### config.mk
export PLATFORM = sky130hd
export DESIGN_NAME = sched_top
export DESIGN_NICKNAME = d
export VERILOG_FILES = /design/src/verilog/sched_pkg.sv /design/src/verilog/sched_alu_ready.sv /design/src/verilog/sched_fc_order.sv /design/src/verilog/sched_select.sv /design/src/verilog/sched_top.sv
export VERILOG_INCLUDE_DIRS = /design/src /design/src/include
export SDC_FILE = /design/constraint.sdc
export NUM_CORES = 1
export LEC_CHECK = 0
export BUFFER_PORTS_ARGS = -buffer_cell sky130_fd_sc_hd__buf_2
export CAP_MARGIN = 25
export CORE_MARGIN = 3
export CORE_UTILIZATION = 30
export CTS_CLUSTER_SIZE = 24
export DETAILED_ROUTE_END_ITERATION = 7
export PLACE_DENSITY_LB_ADDON = 0.3
export SLEW_MARGIN = 20
export SYNTH_ARGS = -nofsm -noshare
export SYNTH_HDL_FRONTEND = slang
export SYNTH_SLANG_ARGS = --single-unit
### constraint.sdc
create_clock -name clk -period 4.8 [get_ports clk]
set_input_delay 0.96 -clock clk [delete_from_list [all_inputs] [get_ports clk]]
set_output_delay 0.96 -clock clk [all_outputs]
set_load 0.005 [all_outputs]
### src/include/sched_params.svh
// Sizing macros for the issue scheduler: ROB depth, search window and sequence-number width
`ifndef SCHED_PARAMS_SVH
`define SCHED_PARAMS_SVH

// ============================================================
// Reorder buffer geometry
// ============================================================

// Number of ROB entries, kept a power of two so an index wraps cleanly
`define SCHED_ROB_ENTRIES 8

// Entries examined each cycle, counted from the head
// Must not exceed the ROB depth
`define SCHED_WINDOW_SIZE 6

// ============================================================
// Ordering
// ============================================================

// Sequence-number width, a smaller number is an older instruction
`define SCHED_SN_BITS 8

`endif

### src/verilog/sched_pkg.sv
// Scheduler types: ROB index, entry bitmask, instruction kind, ROB entry, ROB array, unit issue
`include "sched_params.svh"

package sched_pkg;

	// ============================================================
	// Indexing
	// ============================================================

	// Index of one ROB entry
	typedef logic [$clog2(`SCHED_ROB_ENTRIES)-1:0] rob_ndx_t;

	// One bit per ROB entry, bit n belongs to entry n
	typedef logic [`SCHED_ROB_ENTRIES-1:0] rob_bitmask_t;

	// ============================================================
	// ROB entry
	// ============================================================

	// KIND_ALU and KIND_SYNC both run on an ALU
	// KIND_FC runs on the flow-control unit
	// KIND_OTHER belongs to some other unit and never issues from here
	typedef enum logic [1:0] {
		KIND_ALU   = 2'd0,
		KIND_SYNC  = 2'd1,
		KIND_FC    = 2'd2,
		KIND_OTHER = 2'd3
	} sched_kind_t;

	// Scheduling view of a ROB entry, 17 bits
	// done[0] flags execution complete, done[1] flags flow control complete
	// args_v[0] is operand A valid and args_v[1] is operand B valid
	typedef struct packed {
		logic                      v;
		logic [`SCHED_SN_BITS-1:0] sn;
		logic [1:0]                done;
		logic [1:0]                args_v;
		sched_kind_t               kind;
		logic                      alu_pair;
		logic                      alu0_only;
	} rob_entry_t;

	// Whole ROB, element n is entry n
	typedef rob_entry_t [`SCHED_ROB_ENTRIES-1:0] rob_t;

	// ============================================================
	// Issue record
	// ============================================================

	// What one functional unit receives, a valid flag and the chosen entry
	typedef struct packed {
		logic     v;
		rob_ndx_t rndx;
	} unit_issue_t;

endpackage

### src/verilog/sched_alu_ready.sv
// ALU readiness evaluator: per-entry ALU eligibility with blocking behind older sync instructions
`timescale 1ns/100ps
`include "sched_params.svh"

module sched_alu_ready (
	input  logic                    clk,
	input  logic                    rst,
	input  sched_pkg::rob_t         rob_i,
	input  sched_pkg::rob_bitmask_t alu_issue_i,
	output sched_pkg::rob_bitmask_t alu_ok_o
);

	import sched_pkg::*;

	// Entry has a valid sync instruction ahead of it in program order
	rob_bitmask_t prior_sync;
	// Eligibility before the register
	rob_bitmask_t next_ok;

	// ============================================================
	// Older sync search
	// ============================================================

	// Every entry is compared against every other entry by sequence number
	// The cost grows with the square of the ROB depth, which is small here
	always_comb begin
		prior_sync = '0;
		for (int i = 0; i < `SCHED_ROB_ENTRIES; i++) begin
			for (int j = 0; j < `SCHED_ROB_ENTRIES; j++) begin
				// An entry never counts as older than itself since sn is equal
				if (rob_i[j].v && rob_i[j].kind == KIND_SYNC && rob_i[j].sn < rob_i[i].sn)
					prior_sync[i] = 1'b1;
			end
		end
	end

	// ============================================================
	// Eligibility
	// ============================================================

	always_comb begin
		for (int i = 0; i < `SCHED_ROB_ENTRIES; i++) begin
			// A sync instruction itself runs on an ALU and so qualifies here
			// Entries younger than it wait until it leaves the ROB
			next_ok[i] = rob_i[i].v
				&& (rob_i[i].kind == KIND_ALU || rob_i[i].kind == KIND_SYNC)
				&& !rob_i[i].done[0]
				&& (&rob_i[i].args_v)
				&& !prior_sync[i]
				// Issued last cycle, so it must not be picked a second time
				&& !alu_issue_i[i];
		end
	end

	// One cycle of latency from the sampled ROB to the mask
	always_ff @(posedge clk) begin
		if (rst)
			alu_ok_o <= '0;
		else
			alu_ok_o <= next_ok;
	end

endmodule

### src/verilog/sched_fc_order.sv
// Flow-control ordering evaluator: per-entry FCU eligibility that keeps flow control in program order
`timescale 1ns/100ps
`include "sched_params.svh"

module sched_fc_order (
	input  logic                    clk,
	input  logic                    rst,
	input  sched_pkg::rob_t         rob_i,
	input  sched_pkg::rob_bitmask_t fc_issue_i,
	output sched_pkg::rob_bitmask_t fc_ok_o
);

	import sched_pkg::*;

	// An older flow-control op has not finished yet
	rob_bitmask_t prior_fc;
	// An older sync instruction is still in the ROB
	rob_bitmask_t prior_sync;
	rob_bitmask_t next_ok;

	// ============================================================
	// Older entry searches
	// ============================================================

	always_comb begin
		prior_fc   = '0;
		prior_sync = '0;
		for (int i = 0; i < `SCHED_ROB_ENTRIES; i++) begin
			for (int j = 0; j < `SCHED_ROB_ENTRIES; j++) begin
				if (rob_i[j].v && rob_i[j].sn < rob_i[i].sn) begin
					// A finished branch no longer holds back the ones behind it
					if (rob_i[j].kind == KIND_FC && !rob_i[j].done[1])
						prior_fc[i] = 1'b1;
					if (rob_i[j].kind == KIND_SYNC)
						prior_sync[i] = 1'b1;
				end
			end
		end
	end

	// ============================================================
	// Eligibility
	// ============================================================

	// With the prior_fc term at most one flow-control entry qualifies at a time
	always_comb begin
		for (int i = 0; i < `SCHED_ROB_ENTRIES; i++) begin
			next_ok[i] = rob_i[i].v
				&& rob_i[i].kind == KIND_FC
				&& !rob_i[i].done[1]
				&& (&rob_i[i].args_v)
				&& !prior_fc[i]
				&& !prior_sync[i]
				&& !fc_issue_i[i];
		end
	end

	always_ff @(posedge clk) begin
		if (rst)
			fc_ok_o <= '0;
		else
			fc_ok_o <= next_ok;
	end

endmodule

### src/verilog/sched_select.sv
// Window selector: walks the ROB from the head and assigns ALU0, ALU1 and the FCU
`timescale 1ns/100ps
`include "sched_params.svh"

module sched_select (
	input  logic                    clk,
	input  logic                    rst,
	input  sched_pkg::rob_t         rob_i,
	input  sched_pkg::rob_ndx_t     head_i,
	input  sched_pkg::rob_bitmask_t alu_ok_i,
	input  sched_pkg::rob_bitmask_t fc_ok_i,
	input  logic                    alu0_idle_i,
	input  logic                    alu1_idle_i,
	input  logic                    fcu_idle_i,
	output sched_pkg::unit_issue_t  alu0_o,
	output sched_pkg::unit_issue_t  alu1_o,
	output sched_pkg::unit_issue_t  fcu_o,
	output sched_pkg::rob_bitmask_t alu_issue_o,
	output sched_pkg::rob_bitmask_t fc_issue_o
);

	import sched_pkg::*;

	// Window entries in age order, heads[0] is the head itself
	rob_ndx_t [`SCHED_WINDOW_SIZE-1:0] heads;
	// Entry being visited by the walk
	rob_ndx_t ndx;

	// A unit has already been claimed earlier in the walk
	logic alu0_taken;
	logic alu1_taken;
	// The oldest flow-control candidate has been seen
	logic fc_seen;

	unit_issue_t  next_alu0;
	unit_issue_t  next_alu1;
	unit_issue_t  next_fcu;
	rob_bitmask_t next_alu_issue;
	rob_bitmask_t next_fc_issue;

	// Index wraps at the end of the ROB back to entry 0
	always_comb begin
		for (int k = 0; k < `SCHED_WINDOW_SIZE; k++)
			heads[k] = rob_ndx_t'((int'(head_i) + k) % `SCHED_ROB_ENTRIES);
	end

	// ============================================================
	// Window walk
	// ============================================================

	// Older entries get first pick because the walk starts at the head
	always_comb begin
		ndx            = '0;
		alu0_taken     = 1'b0;
		alu1_taken     = 1'b0;
		fc_seen        = 1'b0;
		next_alu0      = '0;
		next_alu1      = '0;
		next_fcu       = '0;
		next_alu_issue = '0;
		next_fc_issue  = '0;
		for (int k = 0; k < `SCHED_WINDOW_SIZE; k++) begin
			ndx = heads[k];
			if (alu_ok_i[ndx]) begin
				// A pair op needs both ALUs in the same cycle
				if (rob_i[ndx].alu_pair && !alu0_taken && !alu1_taken
						&& alu0_idle_i && alu1_idle_i) begin
					alu0_taken          = 1'b1;
					alu1_taken          = 1'b1;
					next_alu0           = '{v: 1'b1, rndx: ndx};
					next_alu1           = '{v: 1'b1, rndx: ndx};
					next_alu_issue[ndx] = 1'b1;
				end
				else if (!alu0_taken && alu0_idle_i) begin
					alu0_taken          = 1'b1;
					next_alu0           = '{v: 1'b1, rndx: ndx};
					next_alu_issue[ndx] = 1'b1;
				end
				// ALU1 lacks some functions, so ALU0-only ops wait for a later cycle
				else if (!rob_i[ndx].alu0_only && !alu1_taken && alu1_idle_i) begin
					alu1_taken          = 1'b1;
					next_alu1           = '{v: 1'b1, rndx: ndx};
					next_alu_issue[ndx] = 1'b1;
				end
			end
			// Only the oldest candidate may go, even if the FCU is busy
			if (fc_ok_i[ndx] && !fc_seen) begin
				fc_seen = 1'b1;
				if (fcu_idle_i) begin
					next_fcu           = '{v: 1'b1, rndx: ndx};
					next_fc_issue[ndx] = 1'b1;
				end
			end
		end
	end

	// ============================================================
	// Result registers
	// ============================================================

	// The issue masks also feed back to the evaluators
	always_ff @(posedge clk) begin
		if (rst) begin
			alu0_o      <= '0;
			alu1_o      <= '0;
			fcu_o       <= '0;
			alu_issue_o <= '0;
			fc_issue_o  <= '0;
		end
		else begin
			alu0_o      <= next_alu0;
			alu1_o      <= next_alu1;
			fcu_o       <= next_fcu;
			alu_issue_o <= next_alu_issue;
			fc_issue_o  <= next_fc_issue;
		end
	end

endmodule

### src/verilog/sched_top.sv
// Scheduler top level: ALU readiness and flow-control ordering evaluators feeding the window selector
`timescale 1ns/100ps

module sched_top (
	input  logic                    clk,
	input  logic                    rst,
	input  sched_pkg::rob_t         rob_i,
	input  sched_pkg::rob_ndx_t     head_i,
	input  logic                    alu0_idle_i,
	input  logic                    alu1_idle_i,
	input  logic                    fcu_idle_i,
	output sched_pkg::unit_issue_t  alu0_o,
	output sched_pkg::unit_issue_t  alu1_o,
	output sched_pkg::unit_issue_t  fcu_o,
	output sched_pkg::rob_bitmask_t alu_issue_o,
	output sched_pkg::rob_bitmask_t fc_issue_o
);

	import sched_pkg::*;

	// Registered eligibility from the two evaluators
	rob_bitmask_t alu_ok;
	rob_bitmask_t fc_ok;

	// Both evaluators see the same ROB snapshot in the same cycle
	// The issue masks come back so a just-issued entry is not picked again
	sched_alu_ready u_alu_ready (
		.clk         (clk),
		.rst         (rst),
		.rob_i       (rob_i),
		.alu_issue_i (alu_issue_o),
		.alu_ok_o    (alu_ok)
	);

	sched_fc_order u_fc_order (
		.clk        (clk),
		.rst        (rst),
		.rob_i      (rob_i),
		.fc_issue_i (fc_issue_o),
		.fc_ok_o    (fc_ok)
	);

	// Selector resolves one cycle behind the evaluators
	sched_select u_select (
		.clk         (clk),
		.rst         (rst),
		.rob_i       (rob_i),
		.head_i      (head_i),
		.alu_ok_i    (alu_ok),
		.fc_ok_i     (fc_ok),
		.alu0_idle_i (alu0_idle_i),
		.alu1_idle_i (alu1_idle_i),
		.fcu_idle_i  (fcu_idle_i),
		.alu0_o      (alu0_o),
		.alu1_o      (alu1_o),
		.fcu_o       (fcu_o),
		.alu_issue_o (alu_issue_o),
		.fc_issue_o  (fc_issue_o)
	);

endmodule

==> flow_metrics.tcl, run 1 <==
set metrics [dict create \
    setup_repair_after_global_routing_missed_its_margin "no" \
    cp.arrival_ns 4.10 \
    holdCritPathClass "reg -> reg" \
    ys_ff_latch 44 \
    h-tree-depth 2 \
    dr_total_vias 10800 \
    post_route_setup_tns_ns 0 \
    sequentialPowerShare_pct 21.5 \
    cts_root_buffer "sky130_fd_sc_hd__clkbuf_16" \
    final_setup_viols 0 \
    ys_async_sr_fraction_pct 0 \
    clock_latency_ns 0.30 \
    path_delay_family "compound AO/OA/AOI/OAI gates" \
    worstPathCellList "buf_2 -> xor2_2 -> mux4_2 -> and3_4 -> o211ai_4 -> nand2_2 -> o31ai_4 -> nand4_1 -> a31oi_1 -> a221o_1" \
    grt_util_all_layers_pct 23.4 \
    leakage_power_nw 5.48 \
    crit_buf_inv 1 \
    synth_cell_type_count 92 \
    ctsLongestPathBuffers 2 \
    detail_route.wl_per_cell_um 23.9 \
    period_share_pct 80.6 \
    floorplan.initialDensity_pct 30.7 \
    cts.repair.resized 0 \
    clockPowerShare_pct 23.3 \
    floorplan.io_pins 172 \
    switching_share_pct 43.5 \
    power_density_nw_per_um2 152 \
    endpoint_kind "flop" \
    startpoint_type "primary input" \
    syn_nets 1580 \
    cp_data_required_time_ns 5.03 \
    core-area_um2 32800 \
    path_clk_slew_ns 0.08 \
    synth_top_family_by_area "adder cells" \
    transition_at_the_pin_with_the_smallest_max_transition_slack_ns 0.813 \
    post_synth_and_or_nand_nor_area_fraction_pct 20.3 \
    synth.largest_area_cell "sky130_fd_sc_hd__ha_1" \
    timing.hold.ws_ns 0.509 \
    cap_violations 0 \
    ys_seq_area_share_pct 8.75 \
    yosys_most_used_dff "sky130_fd_sc_hd__dfxtp_1" \
    grt-ovfl-total 0 \
    floorplan.die_area_um2 35800 \
    status "finished, final reports clean" \
    finalHoldViolCount 0 \
    synth-compound-area-share_pct 25.6 \
    cts_tree "yes" \
    die-height_um 189 \
    cts_made_buffers 5 \
    io_buffer_count 171 \
    post_synth_fa_ha_maj_area_fraction_pct 28.6 \
    synth_commonest_cells "230 x sky130_fd_sc_hd__ha_1, 96 x sky130_fd_sc_hd__o21ai_0, 84 x sky130_fd_sc_hd__a21oi_1, 69 x sky130_fd_sc_hd__inv_1, 64 x sky130_fd_sc_hd__nand4_1" \
    final_net_count 1739 \
    synthesis.area_per_instance_um2 8.35 \
    holdBufCountCts 0 \
    drc 0 \
    period_minus_slack_ns 3.87 \
    netlist_top_cells_area "sky130_fd_sc_hd__ha_1 29%, sky130_fd_sc_hd__dfxtp_1 8.7%, sky130_fd_sc_hd__mux4_2 5.8%" \
    number_of_enable_type_register_cells_in_the_synthesized_netlist 0 \
    worstSetupPathType "in -> reg" \
    crit_fanout 14 \
    muxShareOfSynthArea_pct 11.3 \
    ant_nets_after_route 0 \
    first_global_vias 10200 \
    drive_above_1_share_pct 20.8 \
    p_sw_mw 0.766 \
    xor_and_xnor_area_share_after_synthesis_pct 0.422 \
    maxSlewViolCount 0 \
    grt_first_pass_wirelength_um 64200 \
    synth_most_common_cell "sky130_fd_sc_hd__ha_1" \
    post_synth_instance_area_um2 10100 \
    internal_power_mw 0.995 \
    clock_skew_ns 0.0176 \
    hpwlAfterDp_um 36000 \
    critical-path-slowest-cell "sky130_fd_sc_hd__mux4_2" \
    cts.sinks 44 \
    grt_antenna_before_repair 2 \
    irDropWorstVdd_uv 112 \
    initial_drt_markers 1105 \
    yosysWarnings 0 \
    viasPerCell 5.98 \
    max_slew_margin_pct 45.2 \
    std_cell_rows 66 \
    area_growth_pct 15.3 \
    yosys.area.top_type_share_pct 28.6 \
    post-cts-setup-buffers 0 \
    synth_cells 1206 \
    place_congestion 1.01 \
    wl_um 43100 \
    pwr-share-comb_pct 55.2 \
    slowest_delay_ns 0.58 \
    max_freq_mhz 258 \
    chipWidth_um 189 \
    rrSetupSlack_ns 1.82 \
    grt_max_degree 52 \
    firstDrtPassIters 6 \
]
area by class of cell:
| class | instances | area, µm² |
|---|---|---|
| tap | 442 | 553 |
| sequential | 44 | 881 |
| clock inverter | 3 | 46.3 |
| clock buffer | 5 | 125 |
| multi-input combinational | 1048 | 8690 |
| antenna | 1 | 2.50 |
| timing repair buffer | 195 | 1050 |
| inverter | 71 | 267 |
| fill | 3476 | 21200 |
worst paths after layout:
path	startpoint	end	cells past startpoint
max	head_i[2]	u_select.alu_issue_o[5]	10
min	u_select.alu_issue_o[2]	u_alu_ready.alu_ok_o[2]	1
max reg2reg	u_alu_ready.alu_ok_o[4]	u_select.alu_issue_o[5]	9
min reg2reg	u_select.alu_issue_o[2]	u_alu_ready.alu_ok_o[2]	1
sequential cells by signal, summed over array words and instances (netlist names):
name / flops
u_select.fcu_o: 4
u_select.alu0_o: 4
u_fc_order.fc_ok_o: 8
u_select.fc_issue_o: 8
u_select.alu_issue_o: 8
u_select.alu1_o: 4
u_alu_ready.alu_ok_o: 8
routing by layer:
layer / up-vias / track usage (%) / part of all wire [%]
li1: 5038 / - / -
met1: 5169 / 35.0 / 48
met2: 533 / 34.4 / 41
met3: 81 / 3.68 / 7.4
met4: 2 / 6.74 / 3.5
met5: - / 0 / 0.030
cell usage in the layout, fill, tap and decap left out, types with 8 or more instances in the layout:
cell type	Yosys	routed
sky130_fd_sc_hd__mux2_2	19	19
sky130_fd_sc_hd__dfxtp_1	44	44
sky130_fd_sc_hd__nor2b_1	33	33
sky130_fd_sc_hd__nor2_1	59	59
sky130_fd_sc_hd__and3_1	10	10
sky130_fd_sc_hd__o221ai_1	8	8
sky130_fd_sc_hd__o21ai_0	96	96
sky130_fd_sc_hd__o21a_1	10	10
sky130_fd_sc_hd__o211ai_1	12	12
sky130_fd_sc_hd__nand2b_1	38	38
sky130_fd_sc_hd__mux2i_1	17	17
sky130_fd_sc_hd__a21oi_1	84	84
sky130_fd_sc_hd__o22ai_1	28	28
sky130_fd_sc_hd__nor4_1	11	11
sky130_fd_sc_hd__inv_1	69	69
sky130_fd_sc_hd__ha_1	230	230
sky130_fd_sc_hd__nand2_1	58	58
sky130_fd_sc_hd__nor3_1	18	18
sky130_fd_sc_hd__buf_4	1	23
sky130_fd_sc_hd__nand4_1	64	64
sky130_fd_sc_hd__mux4_2	26	26
sky130_fd_sc_hd__buf_2	6	171
sky130_fd_sc_hd__a21o_1	57	57
sky130_fd_sc_hd__nand3_1	19	19
sky130_fd_sc_hd__a31oi_1	23	23
metrics by stage:
stage               instance area, µm²  power [mW]  setup WS, ns  instances  util (%)
floorplan                        10100       0.980         0.130       1206         -
global placement                 11400        1.32         0.649       1799      34.9
detailed placement               11400        1.33         0.635       1800      34.9
CTS                              11600        1.75         0.953       1808      35.4
global route                     11600        1.89         0.683       1808      35.4
finish                           11600        1.76         0.929       1809      35.4
worst register-to-register path, cell delays in order, from the launching register on:
cell	delay, ns
sky130_fd_sc_hd__dfxtp_1	0.41
sky130_fd_sc_hd__mux2i_1	0.17
sky130_fd_sc_hd__mux4_2	0.63
sky130_fd_sc_hd__and3_4	0.24
sky130_fd_sc_hd__o211ai_4	0.28
sky130_fd_sc_hd__nand2_2	0.15
sky130_fd_sc_hd__o31ai_4	0.51
sky130_fd_sc_hd__nand4_1	0.16
sky130_fd_sc_hd__a31oi_1	0.21
sky130_fd_sc_hd__a221o_1	0.15
kinds of logic after synthesis:
| logic type | Yosys count |
|---|---|
| and+or+nand+nor | 356 |
| buffers and inverters | 114 |
| DFF | 44 |
| xor gates and xnor gates | 4 |
| AOI/OAI and AO/OA | 388 |
| muxes | 70 |
| adders and majority gates | 230 |
power by group through the flow:
stage	clock (mW)	combinational [mW]	sequential, mW
6_report	0.410	0.972	0.378
5_1_grt	0.441	1.07	0.379
4_1_cts	0.424	0.952	0.379
3_5_place_dp	0	0.947	0.387
3_3_place_gp	0	0.937	0.387
2_1_floorplan	0	0.596	0.384
Note: power is estimated with default switching activity, not from simulation.
==> run 2: changes to the inputs <==
--- a/config.mk
+++ b/config.mk
@@ -6,6 +6,7 @@
 export SDC_FILE = /design/constraint.sdc
 export NUM_CORES = 1
 export LEC_CHECK = 0
+export ABC_AREA = 1
 export BUFFER_PORTS_ARGS = -buffer_cell sky130_fd_sc_hd__buf_2
 export CAP_MARGIN = 25
 export CORE_MARGIN = 3
==> constraint.sdc (replaced) <==
create_clock -name clk -period 3.8 [get_ports clk]
set_input_delay 0.76 -clock clk [delete_from_list [all_inputs] [get_ports clk]]
set_output_delay 0.76 -clock clk [all_outputs]
set_load 0.005 [all_outputs]
==> run 2 against run 1 <==
  * Final area decreased by 0.40%
  * Wire length rose by 2.0%
  * Setup slack worse by 0.51 ns
  * Critical path depth grew 12
  * Die area down 2.2%
  * Sequential power increased by 30%
  * Utilization increased by 0.77 points
  * Worst hold slack gained 0.015 ns
  * Sequential share of layout area about the same
  * Final cell count grew 20%
  * Clock-buffer cell count up 1
  * Non-clock buffer count is 19 higher
  * Largest cell class unchanged
==> flow_metrics.tcl, run 2 <==
set metrics [dict create \
    synth_cells 1536 \
    period_share_pct 89.0 \
    endpoint_kind "flop" \
    post_synth_instance_area_um2 9840 \
    worstPathCellList "buf_2 -> buf_4 -> or2_1 -> o21ai_0 -> o21ai_2 -> nand2_2 -> nand2_4 -> inv_2 -> nand2_2 -> inv_1 -> nand3_1 -> nand2_2 -> nand2_4 -> nand3_4 -> nand2_4 -> nand2_4 -> nand2_1 -> inv_1 -> nand2_1 -> nand2_2 -> a31oi_1 -> a21oi_2" \
    ant_nets_after_route 0 \
    die-height_um 187 \
    max_freq_mhz 296 \
    cts.sinks 44 \
    syn_nets 1910 \
    h-tree-depth 2 \
    first_global_vias 11300 \
    clock_skew_ns 0.00466 \
    cts.repair.resized 0 \
    area_growth_pct 17.5 \
    post-cts-setup-buffers 0 \
    viasPerCell 5.46 \
    holdCritPathClass "reg -> reg" \
    crit_fanout 34 \
    layout_common_cells "348 x sky130_fd_sc_hd__nand2_1, 230 x sky130_fd_sc_hd__ha_1, 195 x sky130_fd_sc_hd__inv_1, 171 x sky130_fd_sc_hd__buf_2, 143 x sky130_fd_sc_hd__a21oi_1" \
    grt_antenna_before_repair 1 \
    detail_route.wl_per_cell_um 20.3 \
    floorplan.die_area_um2 35000 \
    grt_max_degree 37 \
    final_net_count 2103 \
    clock_latency_ns 0.29 \
    io_buffer_count 171 \
    route.layer.met1.wl_um 20800 \
    yosysWarnings 0 \
    setup_repair_after_global_routing_missed_its_margin "no" \
    startpoint_type "primary input" \
    cp_data_required_time_ns 3.95 \
    crit_buf_inv 5 \
    dr_total_vias 11800 \
    ys_ff_latch 44 \
    holdBufCountCts 0 \
    floorplan.io_pins 172 \
    initial_drt_markers 1218 \
    maxSlewViolCount 0 \
    yosys.area.top_type_share_pct 29.2 \
    min_from "u_select.alu_issue_o[3]" \
    ctsLongestPathBuffers 2 \
    grt_util_all_layers_pct 24.3 \
    chipWidth_um 187 \
    power_density_nw_per_um2 206 \
    drc 0 \
    grt_first_pass_wirelength_um 66800 \
    worstSetupPathType "in -> reg" \
    reg2reg_from "u_alu_ready.alu_ok_o[6]" \
    period_minus_slack_ns 3.38 \
    final_setup_viols 0 \
    transition_at_the_pin_with_the_smallest_max_transition_slack_ns 0.843 \
    finalHoldViolCount 0 \
    synth_cell_type_count 54 \
    ys_seq_area_share_pct 8.95 \
    grt-ovfl-total 0 \
    timing.hold.ws_ns 0.524 \
    path_clk_slew_ns 0.06 \
    synth.largest_area_cell "sky130_fd_sc_hd__ha_1" \
    place_congestion 1.02 \
    cts_made_buffers 5 \
    slowest_delay_ns 0.38 \
    synthesis.area_per_instance_um2 6.41 \
    mostFrequentLayoutCell "sky130_fd_sc_hd__nand2_1" \
    number_of_enable_type_register_cells_in_the_synthesized_netlist 0 \
    status "finished, final reports clean" \
    cp.arrival_ns 3.53 \
    synth_commonest_cells "349 x sky130_fd_sc_hd__nand2_1, 230 x sky130_fd_sc_hd__ha_1, 195 x sky130_fd_sc_hd__inv_1, 143 x sky130_fd_sc_hd__a21oi_1, 134 x sky130_fd_sc_hd__nor2_1" \
    irDropWorstVdd_uv 161 \
    netlist_top_cells_area "sky130_fd_sc_hd__ha_1 29%, sky130_fd_sc_hd__nand2_1 13%, sky130_fd_sc_hd__dfxtp_1 9.0%" \
    firstDrtPassIters 6 \
    cts_tree "yes" \
    cts_root_buffer "sky130_fd_sc_hd__clkbuf_16" \
    dr_wl_met2_um 17600 \
    max_slew_margin_pct 43.6 \
    met3_wirelength_um 3920 \
    path_delay_family "simple AND/OR/NAND/NOR gates" \
    ys_async_sr_fraction_pct 0 \
    hpwlAfterDp_um 37200 \
    critical-path-slowest-cell "sky130_fd_sc_hd__buf_4" \
    synth_most_common_cell "sky130_fd_sc_hd__nand2_1" \
    std_cell_rows 65 \
    critical_path.startpoint "head_i[0]" \
    cap_violations 0 \
    yosys_most_used_dff "sky130_fd_sc_hd__dfxtp_1" \
    post_route_setup_tns_ns 0 \
    floorplan.initialDensity_pct 30.8 \
    leakage_power_nw 5.86 \
    core-area_um2 32000 \
    wl_um 44000 \
    drive_above_1_share_pct 15.8 \
    routed.top_layer "met5" \
]
## run 2: changes by cell type after synthesis, sizes merged, moves of 15 or more
cell | before | now
inv | 70 | 203
mux2i | 18 | 2
a21o | 57 | 1
nor2b | 33 | 0
mux2 | 22 | 0
mux4 | 30 | 0
nand2 | 59 | 370
nand4 | 65 | 11
nand3 | 19 | 91
clkbuf | 23 | 8
nor2 | 61 | 139
nand2b | 38 | 0
a21oi | 84 | 146
o21ai | 99 | 78
## run 2: tightest hold or removal path, cell delays in order (launching register included)
cell                      delay (ns)
sky130_fd_sc_hd__dfxtp_1        0.33
sky130_fd_sc_hd__or4_1          0.11
sky130_fd_sc_hd__nor3_1         0.04
## run 2: layout make-up
class,count,area [µm²]
Inverter,206,778
Clock inverter,2,38.8
Multi-Input combinational cell,1258,8000
Sequential cell,44,881
Timing Repair Buffer,214,1180
Antenna cell,1,2.50
Clock buffer,6,139
Tap cell,435,544
Fill cell,3557,20400
## run 2: per-stage QoR
stage | worst slack [ns] | cells | total power [mW] | util, % | area (µm²)
after floorplan | 0.0325 | 1536 | 1.30 | - | 9850
after global placement | 0.221 | 2157 | 1.82 | 35.6 | 11400
after detailed placement | 0.176 | 2157 | 1.84 | 35.6 | 11400
after CTS | 0.468 | 2165 | 2.36 | 36.2 | 11600
after global routing | 0.109 | 2165 | 2.57 | 36.2 | 11600
final | 0.417 | 2166 | 2.38 | 36.2 | 11600
## run 2: metal layers
metal,track usage [%],vias up
met1,35.5,5395
met3,4.07,78
met4,8.32,2
li1,-,5759
met2,35.7,598
met5,0,-
## run 2: kinds of logic (layout without fill, tap and decap cells)
logic type,after synthesis,after routing,share of synthesized area (%)
adders and majority gates,230,230,29.2
AOI/OAI and AO/OA,360,360,22.1
and+or+nand+nor,666,666,29.7
muxes,2,2,0.203
buffers and inverters,234,428,9.76
DFF,44,44,8.95
other,0,1,0
## run 2: report_power, final
part           switching (mW)  total (mW)  internal (mW)
sequential             0.0114       0.493          0.482
combinational           0.915        1.37          0.457
clock                   0.190       0.519          0.329
total                    1.12        2.38           1.27
## run 2: worst paths after layout
| path | endpoint | slack [ns] | cells after the start |
|---|---|---|---|
| worst max-delay path | u_select.alu_issue_o[1] | 0.42 | 22 |
| worst min-delay path | u_alu_ready.alu_ok_o[3] | 0.52 | 2 |
| worst max register to register | u_select.alu_issue_o[1] | 0.99 | 19 |
| worst min register to register | u_alu_ready.alu_ok_o[3] | 0.52 | 2 |
